File: src/design/lspcVramPkg.sv
// ########################################
// LSPC VRAM path shared types
// Widths, write command and handshake states
// ########################################

`default_nettype none

package lspcVramPkg;

	// VRAM word address and data
	typedef logic [15:0] vramAddrT;
	typedef logic [15:0] vramDataT;

	// CPU side data word
	typedef logic [15:0] cpuDataT;

	// Register select from address bits 3 to 1
	typedef logic [2:0] regSelT;

	// Register map
	localparam regSelT REG_VRAMADDR = 3'd0;
	localparam regSelT REG_VRAMRW = 3'd1;
	localparam regSelT REG_VRAMMOD = 3'd2;

	// One pending VRAM write
	typedef struct packed {
		vramAddrT addr;
		vramDataT data;
	} vramCmdT;

	// Four-phase sender
	typedef enum logic [1:0] {hsIdle, hsRequest, hsRelease} hsStateT;

	// Slot writer holding register
	typedef enum logic [1:0] {wrEmpty, wrHolding, wrReleasing} writerStateT;

endpackage

`default_nettype wire

File: src/design/cpuVramRegs.sv
// ########################################
// CPU VRAM registers
// Address, step and data with write command issue
// ########################################

`timescale 1ns/100ps
`default_nettype none

module cpuVramRegs (
	input logic clk24m,
	input logic rst,
	input lspcVramPkg::regSelT cpuSel,
	input logic cpuWr,
	input lspcVramPkg::cpuDataT cpuWdata,
	output lspcVramPkg::cpuDataT cpuRdata,
	output logic cpuBusy,
	output lspcVramPkg::vramCmdT inCmd,
	output logic inReq,
	input logic inAck
);

	lspcVramPkg::vramAddrT addrReg;
	lspcVramPkg::vramAddrT stepReg;
	lspcVramPkg::vramAddrT addrInc;
	lspcVramPkg::vramDataT dataReg;
	lspcVramPkg::vramCmdT cmdReg;
	lspcVramPkg::hsStateT state;
	logic wrAddr;
	logic wrStep;
	logic wrData;

	// Write strobes per register
	assign wrAddr = cpuWr && (cpuSel == lspcVramPkg::REG_VRAMADDR);
	assign wrStep = cpuWr && (cpuSel == lspcVramPkg::REG_VRAMMOD);
	// Data write only starts a command from idle
	assign wrData = cpuWr && (cpuSel == lspcVramPkg::REG_VRAMRW)
		&& (state == lspcVramPkg::hsIdle);

	// Auto step, 16-bit wrapping add
	assign addrInc = addrReg + stepReg;

	// Address update type
	// Direct load on VRAMADDR, step after each VRAMRW
	always_ff @(posedge clk24m) begin
		if (rst) begin
			addrReg <= '0;
		end else if (wrAddr) begin
			addrReg <= cpuWdata;
		end else if (wrData) begin
			addrReg <= addrInc;
		end
	end

	// Step and last data word
	always_ff @(posedge clk24m) begin
		if (rst) begin
			stepReg <= '0;
			dataReg <= '0;
		end else begin
			if (wrStep) begin
				stepReg <= cpuWdata;
			end
			if (wrData) begin
				dataReg <= cpuWdata;
			end
		end
	end

	// Command uses address before the step
	always_ff @(posedge clk24m) begin
		if (wrData) begin
			cmdReg <= '{addr: addrReg, data: cpuWdata};
		end
	end

	// Sender handshake
	always_ff @(posedge clk24m) begin
		if (rst) begin
			state <= lspcVramPkg::hsIdle;
		end else begin
			case (state)
				lspcVramPkg::hsIdle: if (wrData) state <= lspcVramPkg::hsRequest;
				lspcVramPkg::hsRequest: if (inAck) state <= lspcVramPkg::hsRelease;
				// Wait for FIFO to drop ack
				lspcVramPkg::hsRelease: if (!inAck) state <= lspcVramPkg::hsIdle;
				default: state <= lspcVramPkg::hsIdle;
			endcase
		end
	end

	assign inCmd = cmdReg;
	assign inReq = (state == lspcVramPkg::hsRequest);
	// CPU held off for the whole handshake
	assign cpuBusy = (state != lspcVramPkg::hsIdle);

	// Readback mux
	always_comb begin
		case (cpuSel)
			lspcVramPkg::REG_VRAMADDR: cpuRdata = addrReg;
			lspcVramPkg::REG_VRAMRW: cpuRdata = dataReg;
			lspcVramPkg::REG_VRAMMOD: cpuRdata = stepReg;
			default: cpuRdata = '0;
		endcase
	end

endmodule

`default_nettype wire

File: src/design/lspcVram.sv
// ########################################
// LSPC CPU to VRAM write path
// ########################################

`timescale 1ns/100ps
`default_nettype none

module lspcVram #(
	parameter int FIFO_DEPTH = 4,
	parameter int SLOT_PERIOD = 8
) (
	input logic clk24m,
	input logic rst,
	input lspcVramPkg::regSelT cpuSel,
	input logic cpuWr,
	input lspcVramPkg::cpuDataT cpuWdata,
	output lspcVramPkg::cpuDataT cpuRdata,
	output logic cpuBusy,
	output lspcVramPkg::vramAddrT vramAddr,
	output lspcVramPkg::vramDataT vramData,
	output logic vramWe
);

	// Register block to FIFO
	lspcVramPkg::vramCmdT inCmd;
	logic inReq;
	logic inAck;
	// FIFO to slot writer
	lspcVramPkg::vramCmdT outCmd;
	logic outReq;
	logic outAck;

	cpuVramRegs regs (
		.clk24m(clk24m), .rst(rst), .cpuSel(cpuSel), .cpuWr(cpuWr),
		.cpuWdata(cpuWdata), .cpuRdata(cpuRdata), .cpuBusy(cpuBusy),
		.inCmd(inCmd), .inReq(inReq), .inAck(inAck)
	);

	vramCmdFifo #(.FIFO_DEPTH(FIFO_DEPTH)) cmdFifo (
		.clk24m(clk24m), .rst(rst), .inCmd(inCmd), .inReq(inReq), .inAck(inAck),
		.outCmd(outCmd), .outReq(outReq), .outAck(outAck)
	);

	vramSlotWriter #(.SLOT_PERIOD(SLOT_PERIOD)) slotWriter (
		.clk24m(clk24m), .rst(rst), .outCmd(outCmd), .outReq(outReq), .outAck(outAck),
		.vramAddr(vramAddr), .vramData(vramData), .vramWe(vramWe)
	);

endmodule

`default_nettype wire

File: src/design/vramCmdFifo.sv
// ########################################
// VRAM command FIFO
// Four-phase receiver in, four-phase sender out
// ########################################

`timescale 1ns/100ps
`default_nettype none

module vramCmdFifo #(
	parameter int FIFO_DEPTH = 4
) (
	input logic clk24m,
	input logic rst,
	input lspcVramPkg::vramCmdT inCmd,
	input logic inReq,
	output logic inAck,
	output lspcVramPkg::vramCmdT outCmd,
	output logic outReq,
	input logic outAck
);

	localparam int PTR_W = $clog2(FIFO_DEPTH);
	localparam logic [PTR_W:0] FULL_COUNT = (PTR_W + 1)'(FIFO_DEPTH);

	lspcVramPkg::vramCmdT mem [FIFO_DEPTH];
	logic [PTR_W-1:0] wrPtr;
	logic [PTR_W-1:0] rdPtr;
	logic [PTR_W:0] count;
	lspcVramPkg::hsStateT outState;
	logic push;
	logic pop;

	// New request with room left
	assign push = inReq && !inAck && (count != FULL_COUNT);
	// Head leaves when consumer acks
	assign pop = (outState == lspcVramPkg::hsRequest) && outAck;

	// Input ack, withheld while full
	always_ff @(posedge clk24m) begin
		if (rst) begin
			inAck <= 1'b0;
		end else if (push) begin
			inAck <= 1'b1;
		end else if (!inReq) begin
			inAck <= 1'b0;
		end
	end

	// Storage
	always_ff @(posedge clk24m) begin
		if (push) begin
			mem[wrPtr] <= inCmd;
		end
	end

	// Pointers wrap on power of two depth
	always_ff @(posedge clk24m) begin
		if (rst) begin
			wrPtr <= '0;
			rdPtr <= '0;
		end else begin
			if (push) wrPtr <= wrPtr + 1'b1;
			if (pop) rdPtr <= rdPtr + 1'b1;
		end
	end

	// Fill level
	always_ff @(posedge clk24m) begin
		if (rst) begin
			count <= '0;
		end else begin
			case ({push, pop})
				2'b10: count <= count + 1'b1;
				2'b01: count <= count - 1'b1;
				default: count <= count;
			endcase
		end
	end

	// Output sender
	always_ff @(posedge clk24m) begin
		if (rst) begin
			outState <= lspcVramPkg::hsIdle;
		end else begin
			case (outState)
				lspcVramPkg::hsIdle: if (count != '0) outState <= lspcVramPkg::hsRequest;
				lspcVramPkg::hsRequest: if (outAck) outState <= lspcVramPkg::hsRelease;
				lspcVramPkg::hsRelease: if (!outAck) outState <= lspcVramPkg::hsIdle;
				default: outState <= lspcVramPkg::hsIdle;
			endcase
		end
	end

	// Head stays put until popped
	assign outCmd = mem[rdPtr];
	assign outReq = (outState == lspcVramPkg::hsRequest);

endmodule

`default_nettype wire

File: src/design/vramSlotWriter.sv
// ########################################
// VRAM slot writer
// Drives queued writes in CPU access slots
// ########################################

`timescale 1ns/100ps
`default_nettype none

module vramSlotWriter #(
	parameter int SLOT_PERIOD = 8
) (
	input logic clk24m,
	input logic rst,
	input lspcVramPkg::vramCmdT outCmd,
	input logic outReq,
	output logic outAck,
	output lspcVramPkg::vramAddrT vramAddr,
	output lspcVramPkg::vramDataT vramData,
	output logic vramWe
);

	localparam int CNT_W = $clog2(SLOT_PERIOD);
	localparam logic [CNT_W-1:0] LAST_SLOT = CNT_W'(SLOT_PERIOD - 1);

	logic [CNT_W-1:0] slotCnt;
	lspcVramPkg::vramCmdT holdCmd;
	lspcVramPkg::writerStateT state;
	logic take;
	logic slotGo;

	// Accept only with holding register free
	assign take = (state == lspcVramPkg::wrEmpty) && outReq && !outAck;
	// Fire on the edge into slot zero
	assign slotGo = (state == lspcVramPkg::wrHolding) && (slotCnt == LAST_SLOT);

	// Free-running slot counter
	always_ff @(posedge clk24m) begin
		if (rst) begin
			slotCnt <= '0;
		end else if (slotCnt == LAST_SLOT) begin
			slotCnt <= '0;
		end else begin
			slotCnt <= slotCnt + 1'b1;
		end
	end

	// Ack side of the handshake
	always_ff @(posedge clk24m) begin
		if (rst) begin
			outAck <= 1'b0;
		end else if (take) begin
			outAck <= 1'b1;
		end else if (!outReq) begin
			outAck <= 1'b0;
		end
	end

	always_ff @(posedge clk24m) begin
		if (take) holdCmd <= outCmd;
	end

	// VRAM port, address and data hold between pulses
	always_ff @(posedge clk24m) begin
		if (slotGo) begin
			vramAddr <= holdCmd.addr;
			vramData <= holdCmd.data;
		end
	end

	// Single-cycle write strobe
	always_ff @(posedge clk24m) begin
		if (rst) vramWe <= 1'b0;
		else vramWe <= slotGo;
	end

	// Holding register state
	always_ff @(posedge clk24m) begin
		if (rst) begin
			state <= lspcVramPkg::wrEmpty;
		end else begin
			case (state)
				lspcVramPkg::wrEmpty: if (take) state <= lspcVramPkg::wrHolding;
				lspcVramPkg::wrHolding: if (slotGo) state <= lspcVramPkg::wrReleasing;
				// Free once ack is back low
				lspcVramPkg::wrReleasing: if (!outAck) state <= lspcVramPkg::wrEmpty;
				default: state <= lspcVramPkg::wrEmpty;
			endcase
		end
	end

endmodule

`default_nettype wire

File: config.mk
export PLATFORM = sky130hd
export DESIGN_NAME = lspcVram
export DESIGN_NICKNAME = d
export VERILOG_FILES = /design/src/design/lspcVramPkg.sv /design/src/design/cpuVramRegs.sv /design/src/design/lspcVram.sv /design/src/design/vramCmdFifo.sv /design/src/design/vramSlotWriter.sv
export SDC_FILE = /design/constraint.sdc
export NUM_CORES = 1
export LEC_CHECK = 0
export ABC_CLOCK_PERIOD_IN_PS = 6400
export BUFFER_PORTS_ARGS = -buffer_cell sky130_fd_sc_hd__buf_2
export CORE_MARGIN = 1.5
export CORE_UTILIZATION = 55
export DETAILED_ROUTE_END_ITERATION = 7
export PLACE_DENSITY = 0.81
export SLEW_MARGIN = 0
export SYNTH_ARGS = -nofsm -noshare
export SYNTH_HDL_FRONTEND = slang
export SYNTH_HIERARCHICAL = 1
export SYNTH_SLANG_ARGS = --single-unit
File: constraint.sdc
create_clock -name clk24m -period 6.4 [get_ports clk24m]
set_input_delay 0.64 -clock clk24m [delete_from_list [all_inputs] [get_ports clk24m]]
set_output_delay 0.64 -clock clk24m [all_outputs]
set_load 0.05 [all_outputs]
Yosys cells after proc, flatten, opt, wreduce, memory -nomap -nowiden
Memory sizes are Yosys's and may differ from the RTL's. A register that Yosys moved wholly into a read port is not among the register bits.
Cells that the tools add are included.
{"block": "totals", "out_inout_bits": 50, "in_bits": 22, "word_cells": 92, "ramBits": 128, "memories": 1, "regBits": 131}
{"memory": "cmdFifo.mem", "words": 4, "width": 32, "rd": 1, "rd_clocked_by_memory_dff": 1, "wr": 1, "line": "vramCmdFifo.sv:25", "source": "lspcVramPkg::vramCmdT mem [FIFO_DEPTH];"}
{"block": "op_classes", "n_mux": 21, "n_eq_ne": 23, "add_sub_neg": 6, "reduce_logical": 24}
{"op": "one-hot mux 16 bit (3 select lines)", "count": 1}
{"op": "two-way mux 16 bit", "count": 2}
{"op": "one-hot mux 2 bit (3 select lines)", "count": 3}
{"op": "adder 16 bit", "count": 1}
{"op": "two-way mux 2 bit", "count": 8}
{"op": "!= test 2 bit (second input constant)", "count": 7}
{"op": "logical AND 1 bit", "count": 10}
{"op": "AND reduction 3 bit", "count": 3}
{"op": "equality test 2 x 1 -> 1 bit (second input constant)", "count": 4}
{"op": "equality test 2 bit (second input constant)", "count": 4}
{"op": "!= test 2 x 1 -> 1 bit (second input constant)", "count": 4}
{"op": "adder 3 x 1 -> 3 bit (second input constant)", "count": 2}
{"op": "logical NOT 2 bit", "count": 3}
{"op": "two-way mux 1 bit", "count": 6}
{"op": "one-hot mux 3 bit (2 select lines)", "count": 1}
{"op": "nonzero test 2 bit", "count": 3}
{"op": "adder 2 x 1 -> 2 bit (second input constant)", "count": 2}
{"op": "equality test 3 x 1 -> 1 bit (second input constant)", "count": 1}
{"op": "equality test 3 x 2 -> 1 bit (second input constant)", "count": 1}
{"op": "equality test 3 bit (second input constant)", "count": 1}
{"op": "logical NOT 3 bit", "count": 1}
{"op": "!= test 3 bit (second input constant)", "count": 1}
{"op": "nonzero test 3 bit", "count": 1}
{"op": "subtractor 3 x 1 -> 3 bit (second input constant)", "count": 1}
{"op": "2 further kinds", "count": 3}

Longest topological paths before layout
Gate-level depths: netlist of the first run.
{"block": "depth", "ltp_word": 5, "mapped_depth": 9, "depth_no_buf": 8}

Cells and area by module
The synthesis of the first run kept the hierarchy.
{"module": "vramCmdFifo", "area_each_um2": 5183.7, "cells_per_inst": 224, "n_inst": 1}
{"module": "cpuVramRegs", "area_each_um2": 4011.3, "cells_per_inst": 429, "n_inst": 1}
{"module": "vramSlotWriter", "area_each_um2": 2193.4, "cells_per_inst": 88, "n_inst": 1}

Least setup slack after synthesis of the first run
No wires, ideal clock.
{"block": "synth_path", "kind": "reg2reg", "from": "register cmdFifo.outState[0]", "to": "register slotWriter/holdCmd[0] (netlist name)", "stages_incl_launch_ff": 3, "n_path_buf": 0, "arrival_ps": 3937, "slack_ps": 1951, "path_cell_list": "dfxtp_1 -> nor2b_1 -> nor4b_1"}
{"block": "synth_between", "elab_chain_len": 3}
{"element": "start, declared", "line": "vramCmdFifo.sv:29", "source": "lspcVramPkg::hsStateT outState;"}
{"element": "start signal, assigned", "line": "vramCmdFifo.sv:83", "source": "outState <= lspcVramPkg::hsIdle;"}
{"element": "start signal, assigned", "line": "vramCmdFifo.sv:86", "source": "lspcVramPkg::hsIdle: if (count != '0) outState <= lspcVramPkg::hsRequest;"}
{"element": "start signal, assigned", "line": "vramCmdFifo.sv:87", "source": "lspcVramPkg::hsRequest: if (outAck) outState <= lspcVramPkg::hsRelease;"}
{"element": "equality test 2 x 1 -> 1 bit", "line": "vramCmdFifo.sv:96", "source": "assign outReq = (outState == lspcVramPkg::hsRequest);"}
{"element": "named net outReq", "line": "lspcVram.sv:30", "source": "logic outReq;"}
{"element": "logical AND 1 bit (2 in series)", "line": "vramSlotWriter.sv:32", "source": "assign take = (state == lspcVramPkg::wrEmpty) && outReq && !outAck;"}
{"element": "named net slotWriter.take", "line": "vramSlotWriter.sv:28", "source": "logic take;"}
The timed path passes the listed nets, and every way through them passes these cells.
A chain may end at the register's enable or synchronous reset.

Worst setup path after layout of the first run
{"block": "layout_path", "from": "input port cpuSel[0]", "to": "register regs.addrReg[12]"}
{"block": "layout_between", "elab_chain_len": 4, "elab_cells_between_ends": 7, "cone_classes": "eq/ne: 1; mux: 1; reduce/logical: 5"}
{"element": "start, declared", "line": "lspcVram.sv:14", "source": "input lspcVramPkg::regSelT cpuSel,"}
{"element": "equality test 3 x 1 -> 1 bit", "line": "cpuVramRegs.sv:36", "source": "assign wrData = cpuWr && (cpuSel == lspcVramPkg::REG_VRAMRW)"}
{"element": "logical AND 1 bit", "line": "cpuVramRegs.sv:36"}
{"element": "logical AND 1 bit", "line": "cpuVramRegs.sv:37", "source": "&& (state == lspcVramPkg::hsIdle);"}
{"element": "nonzero test 2 bit (no source line)"}
{"element": "end signal, assigned", "line": "cpuVramRegs.sv:48", "source": "addrReg <= cpuWdata;"}
{"element": "end signal, assigned", "line": "cpuVramRegs.sv:50", "source": "addrReg <= addrInc;"}
{"element": "end, declared", "line": "cpuVramRegs.sv:22", "source": "lspcVramPkg::vramAddrT addrReg;"}
Several ways; a longest one is shown, not always the timed one.

==> flow_summary.json, run 1 <==
{
  "place_congestion": 0.924,
  "status": "finished, final reports clean",
  "async_flop_share": 0,
  "wire_per_inst_um": 20.1,
  "die_y_um": 147,
  "cts_hold_buf": 0,
  "switching_share": 0.198,
  "synth_fp_nets": 787,
  "cts_tree": "built",
  "slew_violations": 0,
  "power.share.combinational": 0.028,
  "nets": 860,
  "area_growth_pct": 13.7,
  "synth_ff_type": "edfxtp_1",
  "grt_pass1_vias": 6200,
  "rsz0062_at_grt": "false",
  "mostFrequentLayoutCell": "edfxtp_1",
  "grt_max_degree": 74,
  "fmax_mhz": 262,
  "clk_latency_ps": 540,
  "crit_type": "in2reg",
  "h-tree-depth": 1,
  "layout_min_cycle_time_ps": 3820,
  "ctsLongestPathBuffers": 3,
  "end_kind": "flip-flop",
  "fp.dieW_um": 147,
  "required_ps": 6850,
  "netlist_area_um2": 11400,
  "drtPass1Iterations": 5,
  "path_max_fanout": 47,
  "wl_um": 22200,
  "grt_pass1_wl_um": 35000,
  "cts_buffers": 28,
  "switching_power_mw": 0.771,
  "rows": 52,
  "antenna_left": 0,
  "post-route-period-util": 0.597,
  "final_util": 0.638,
  "layout_common_cells": "edfxtp_1, nand2_1, a21oi_1, buf_2, dfxtp_1",
  "synth_seq_cells": 293,
  "clock-sinks": 293,
  "core-area_um2": 20300,
  "grt_overflow": 0,
  "die_area_um2": 21600,
  "syn_avg_cell_area_um2": 15.4,
  "post_cts_buffers": 0,
  "cp.arrival_ps": 4270,
  "cts-root-buf": "clkbuf_16",
  "seq_area_frac_synth": 0.712,
  "num_vias": 6464,
  "fin_skew_ps": 8.86,
  "hold_class": "in2reg",
  "start_util": 0.561,
  "viasPerCell": 5.83,
  "io_pins": 72,
  "multi_input_area_um2": 3080,
  "regArea_um2": 8110,
  "finalHoldViolCount": 0,
  "finalPower_mw": 3.89,
  "grt.total_usage": 0.211,
  "ir_drop_mv": 0.230,
  "clockPowerShare": 0.439,
  "cts_resized": 0,
  "drtIter0Drc": 653,
  "p_seq_frac": 0.534,
  "grt_antenna_before_repair": 2,
  "setup_slack_ps": 2580,
  "worst_slew_pin_slew_ps": 1190,
  "n_fill_cell": 1436,
  "max-slew-margin-rel": 0.205,
  "drive_gt1_frac": 0.209,
  "internal-power_mw": 3.12,
  "synth_edf_count": 224,
  "dpl.hpwl_um": 14000,
  "tns_ps": 0,
  "maxCapViolCount": 0,
  "post-place-ws_ps": 2140,
  "ys_warn_count": 6,
  "start_kind": "input pin",
  "drc_errors": 0,
  "postSynthCellCount": 741,
  "p_leak_nw": 4.47,
  "powerDensity_nw_per_um2": 300,
  "port-buffer-count": 71,
  "clkTransAtPathRegs_ps": 60,
  "ys_types": 70,
  "setup_violations": 0
}
==> critical path: stages <==
cell     delay [ps]
buf_2           300
nor2b_1         980
nand4_2         740
inv_2           540
buf_4           550
nand2_1         220
o32ai_2         280
==> registers in the layout, indices dropped and copies added, names as in the netlist, 16 cells and up, named ones only <==
register / count
cmdFifo/mem: 128
regs/inCmd: 32
slotWriter/holdCmd: 32
regs/addrReg: 16
regs/dataReg: 16
regs/stepReg: 16
slotWriter/vramAddr: 16
slotWriter/vramData: 16
==> power groups by stage <==
stage                     clock network [mW]  logic, mW  registers [mW]
after floorplan                            0     0.0733            2.11
after global placement                     0      0.104            2.11
after detailed placement                   0      0.106            2.12
after CTS                               1.74      0.107            2.07
after global routing                    1.81      0.117            2.08
final                                   1.71      0.107            2.07
==> cell usage after synthesis (2+ instances only) <==
library cell  number  area, um^2
a211oi_1           2        15.0
a21o_1             2        15.0
a21o_2             2        17.5
a21oi_1           71         355
a22oi_1           15         113
a31oi_1            2        12.5
and2_1             2        12.5
and2_2             4        30.0
and3b_1            3        26.3
buf_1              2        7.51
buf_2             12        60.1
buf_4              2        15.0
clkbuf_1          16        60.1
dfxtp_1           69        1380
edfxtp_1         224        6730
fa_1               2        40.0
ha_1              22         275
inv_1              9        33.8
mux2i_1           18         180
mux4_2            32         721
nand2_1           82         308
nand2b_1           5        31.3
nand3_1            5        25.0
nand3b_1           2        15.0
nand4_1            2        12.5
nor2_1            48         180
nor2b_1            4        25.0
nor3_1             4        20.0
nor3b_1            4        30.0
nor4_1             2        12.5
o2111ai_1          2        17.5
o211ai_1           5        37.5
o21a_1             3        22.5
o21ai_0            8        40.0
o21bai_1           2        15.0
o22ai_1            4        25.0
or3b_1             2        17.5
xnor2_1            8        70.1
xor2_1             7        61.3
==> stage by stage <==
stage | hold slack (ps) | std cells | instance area [um^2]
2_1_floorplan | 400 | 741 | 11400
5_1_grt | 327 | 1107 | 12900
3_3_place_gp | 401 | 1054 | 12000
6_report | 329 | 1108 | 12900
4_1_cts | 313 | 1106 | 12900
3_5_place_dp | 405 | 1054 | 12000
==> metal layers <==
metal	up-vias	global-route usage	wire length [um]
met5	-	0	0
met4	0	0.0785	649
met3	45	0.0298	1540
met2	287	0.337	10700
met1	3168	0.298	9330
li1	2964	-	-
==> logic make-up (layout without fill, tap and decap cells) <==
logic type      Yosys count  in the layout  synth area share
flops                   293            293             0.712
simple gates            181            181            0.0756
compound gates          133            133            0.0748
mux                      51             51            0.0804
buf+inv                  44            139            0.0180
fa+ha+maj                24             24            0.0277
xor+xnor                 15             15            0.0115
other cells               0              2                 0
==> final timing paths <==
kind                                            start                endpoint  slack [ps]  cells after the start
worst max-delay path                        cpuSel[0]        regs/addrReg[12]        2580                      7
worst min-delay path                      cpuWdata[8]           regs/inCmd[8]         330                      1
worst max register to register          regs/state[1]        regs/addrReg[12]        3490                      6
worst min register to register  slotWriter/holdCmd[7]  slotWriter/vramData[7]         420                      0
==> cell type report <==
cell class | count | share of cell area
timing repair buffer | 77 | 0.0309
clock inverter | 13 | 0.0118
inverter | 10 | 0.00290
sequential | 293 | 0.626
multi-input combinational | 404 | 0.238
clock buffer | 39 | 0.0637
antenna | 2 | 0.000386
tap | 270 | 0.0261
Power figures use the tool's default switching activity.
==> inputs of run 2 (changes only) <==
- ABC_CLOCK_PERIOD_IN_PS: 6400 -> 3300
- CORE_UTILIZATION: 55 -> 54
- PLACE_DENSITY: 0.81 -> 0.83
- clock period: 6.4 -> 3.3 ns (I/O delays scaled with it)
==> run 2 against run 1 <==
Against the previous run:
- worst setup slack got worse by 1700 ps
- sequential share of layout area grew 0.12 points
- global-route usage is 0.50 points higher
- critical path depth unchanged
- worst hold slack got worse by 280 ps
- sequential cell count unchanged
- non-clock buffer count rose by 6
- final cell count about the same
- count of clock-buffer cells in the layout down 6
- via count is 0.34% higher
- largest cell class unchanged
- largest power group unchanged
- highest routed layer unchanged
==> flow_summary.json, run 2 (same netlist as run 1, synthesis figures left out) <==
{
  "critPathLaunch": "regs/addrReg[0]",
  "h-tree-depth": 1,
  "start_kind": "flip-flop",
  "powerDensity_nw_per_um2": 570,
  "die_area_um2": 22000,
  "path_buf_inv": 0,
  "reg2reg_from": "regs/addrReg[0]",
  "max-slew-margin-rel": 0.380,
  "clkTransAtPathRegs_ps": 70,
  "drc_errors": 0,
  "slowest_delay_ps": 420,
  "dpl.hpwl_um": 14300,
  "fmax_mhz": 405,
  "p_leak_nw": 4.44,
  "status": "finished, final reports clean",
  "rsz0062_at_grt": "false",
  "grt_antenna_before_repair": 0,
  "mostFrequentLayoutCell": "edfxtp_1",
  "hold_class": "in2reg",
  "grt_max_degree": 41,
  "crit_path_top_delay_cell": "fa_1",
  "grt.total_usage": 0.216,
  "cts_buffers": 27,
  "area_growth_pct": 13.5,
  "rows": 52,
  "end_kind": "flip-flop",
  "drtPass1Iterations": 6,
  "cp.arrival_ps": 2900,
  "crit_path_cell_trace": "ha_1, fa_1, a21o_2, a221oi_4, a2111oi_1, o31a_1, o32ai_2",
  "die_y_um": 148,
  "start_util": 0.557,
  "finalHoldViolCount": 0,
  "top_register": "cmdFifo/mem",
  "slew_violations": 0,
  "wl_um": 23300,
  "nets": 865,
  "tns_ps": 0,
  "hp-start": "cpuWdata[8]",
  "ctsLongestPathBuffers": 3,
  "place_congestion": 0.894,
  "maxCapViolCount": 0,
  "grt_pass1_wl_um": 36000,
  "wire_per_inst_um": 21.0,
  "num_vias": 6486,
  "path_max_fanout": 6,
  "grt_pass1_vias": 6467,
  "core-area_um2": 20400,
  "setup_violations": 0,
  "cts_tree": "built",
  "cts-root-buf": "clkbuf_16",
  "grt_overflow": 0,
  "fp.dieW_um": 148,
  "viasPerCell": 5.85,
  "clk_latency_ps": 520,
  "hold_ws_ps": 54.3,
  "layout_common_cells": "edfxtp_1, nand2_1, a21oi_1, buf_2, dfxtp_1",
  "critical-path-top-delay-family": "compound AO/OA/AOI/OAI gates",
  "io_pins": 72,
  "finalPower_mw": 7.36,
  "cts_hold_buf": 0,
  "clock-sinks": 293,
  "required_ps": 3730,
  "drive_gt1_frac": 0.209,
  "post-route-period-util": 0.748,
  "worst_slew_pin_slew_ps": 930,
  "layout_min_cycle_time_ps": 2470,
  "crit_type": "reg2reg",
  "ir_drop_mv": 0.358,
  "rrSetupSlack_ps": 830,
  "largest_reg_flops": 128,
  "fin_skew_ps": 11.7,
  "post_cts_buffers": 0,
  "drtIter0Drc": 619,
  "antenna_left": 0,
  "cts_resized": 0,
  "port-buffer-count": 71,
  "num_antenna_cells": 0
}
[run 2: changes by cell type in the layout (fill, tap and decap cells not counted), moves of 2 or more]
cell and change:
diode_2 -2, clkinvlp_4 +3, clkbuf_8 -4, clkbuf_16 -3, buf_4 +5
[run 2: per-stage QoR]
step	setup WS [ps]	std cells	instance area, um^2	utilization
2_1_floorplan	474	741	11400	-
3_3_place_gp	910	1060	12000	0.589
3_5_place_dp	867	1060	12000	0.589
4_1_cts	858	1109	12900	0.633
5_1_grt	675	1109	12900	0.633
6_report	831	1109	12900	0.633
[run 2: final timing paths]
check	to	depth (start not counted)
worst min-delay path	regs/inCmd[8]	1
worst min register to register	slotWriter/vramAddr[10]	0
worst max-delay path	regs/addrReg[12]	7
worst max register to register	regs/addrReg[12]	7
[run 2: worst reg2reg max path: cells and delay by family (launching register included)]
family | cells | cell delay [ps]
AO/OA/AOI/OAI | 5 | 1370
adder cells (fa/ha/maj) | 2 | 680
flip-flops | 1 | 340
[run 2: layout make-up]
cell class,count,area (um^2)
Clock inverter,16,191
Multi-Input combinational cell,404,3090
Timing Repair Buffer,83,458
Inverter,10,37.5
Sequential cell,293,8110
Tap cell,270,338
Fill cell,1449,7510
Clock buffer,33,698
[run 2: power breakdown]
part	switching [mW]	internal, mW	total (mW)
logic	0.147	0.0698	0.217
registers	0.0328	3.99	4.02
clock network	1.30	1.82	3.12
[run 2: per-layer routing]
metal / track usage / up-vias / routed length (um)
met4: 0.0936 / 0 / 917
met5: 0 / - / 0
met3: 0.0276 / 54 / 1350
li1: - / 2966 / -
met2: 0.366 / 269 / 11500
met1: 0.282 / 3197 / 9540
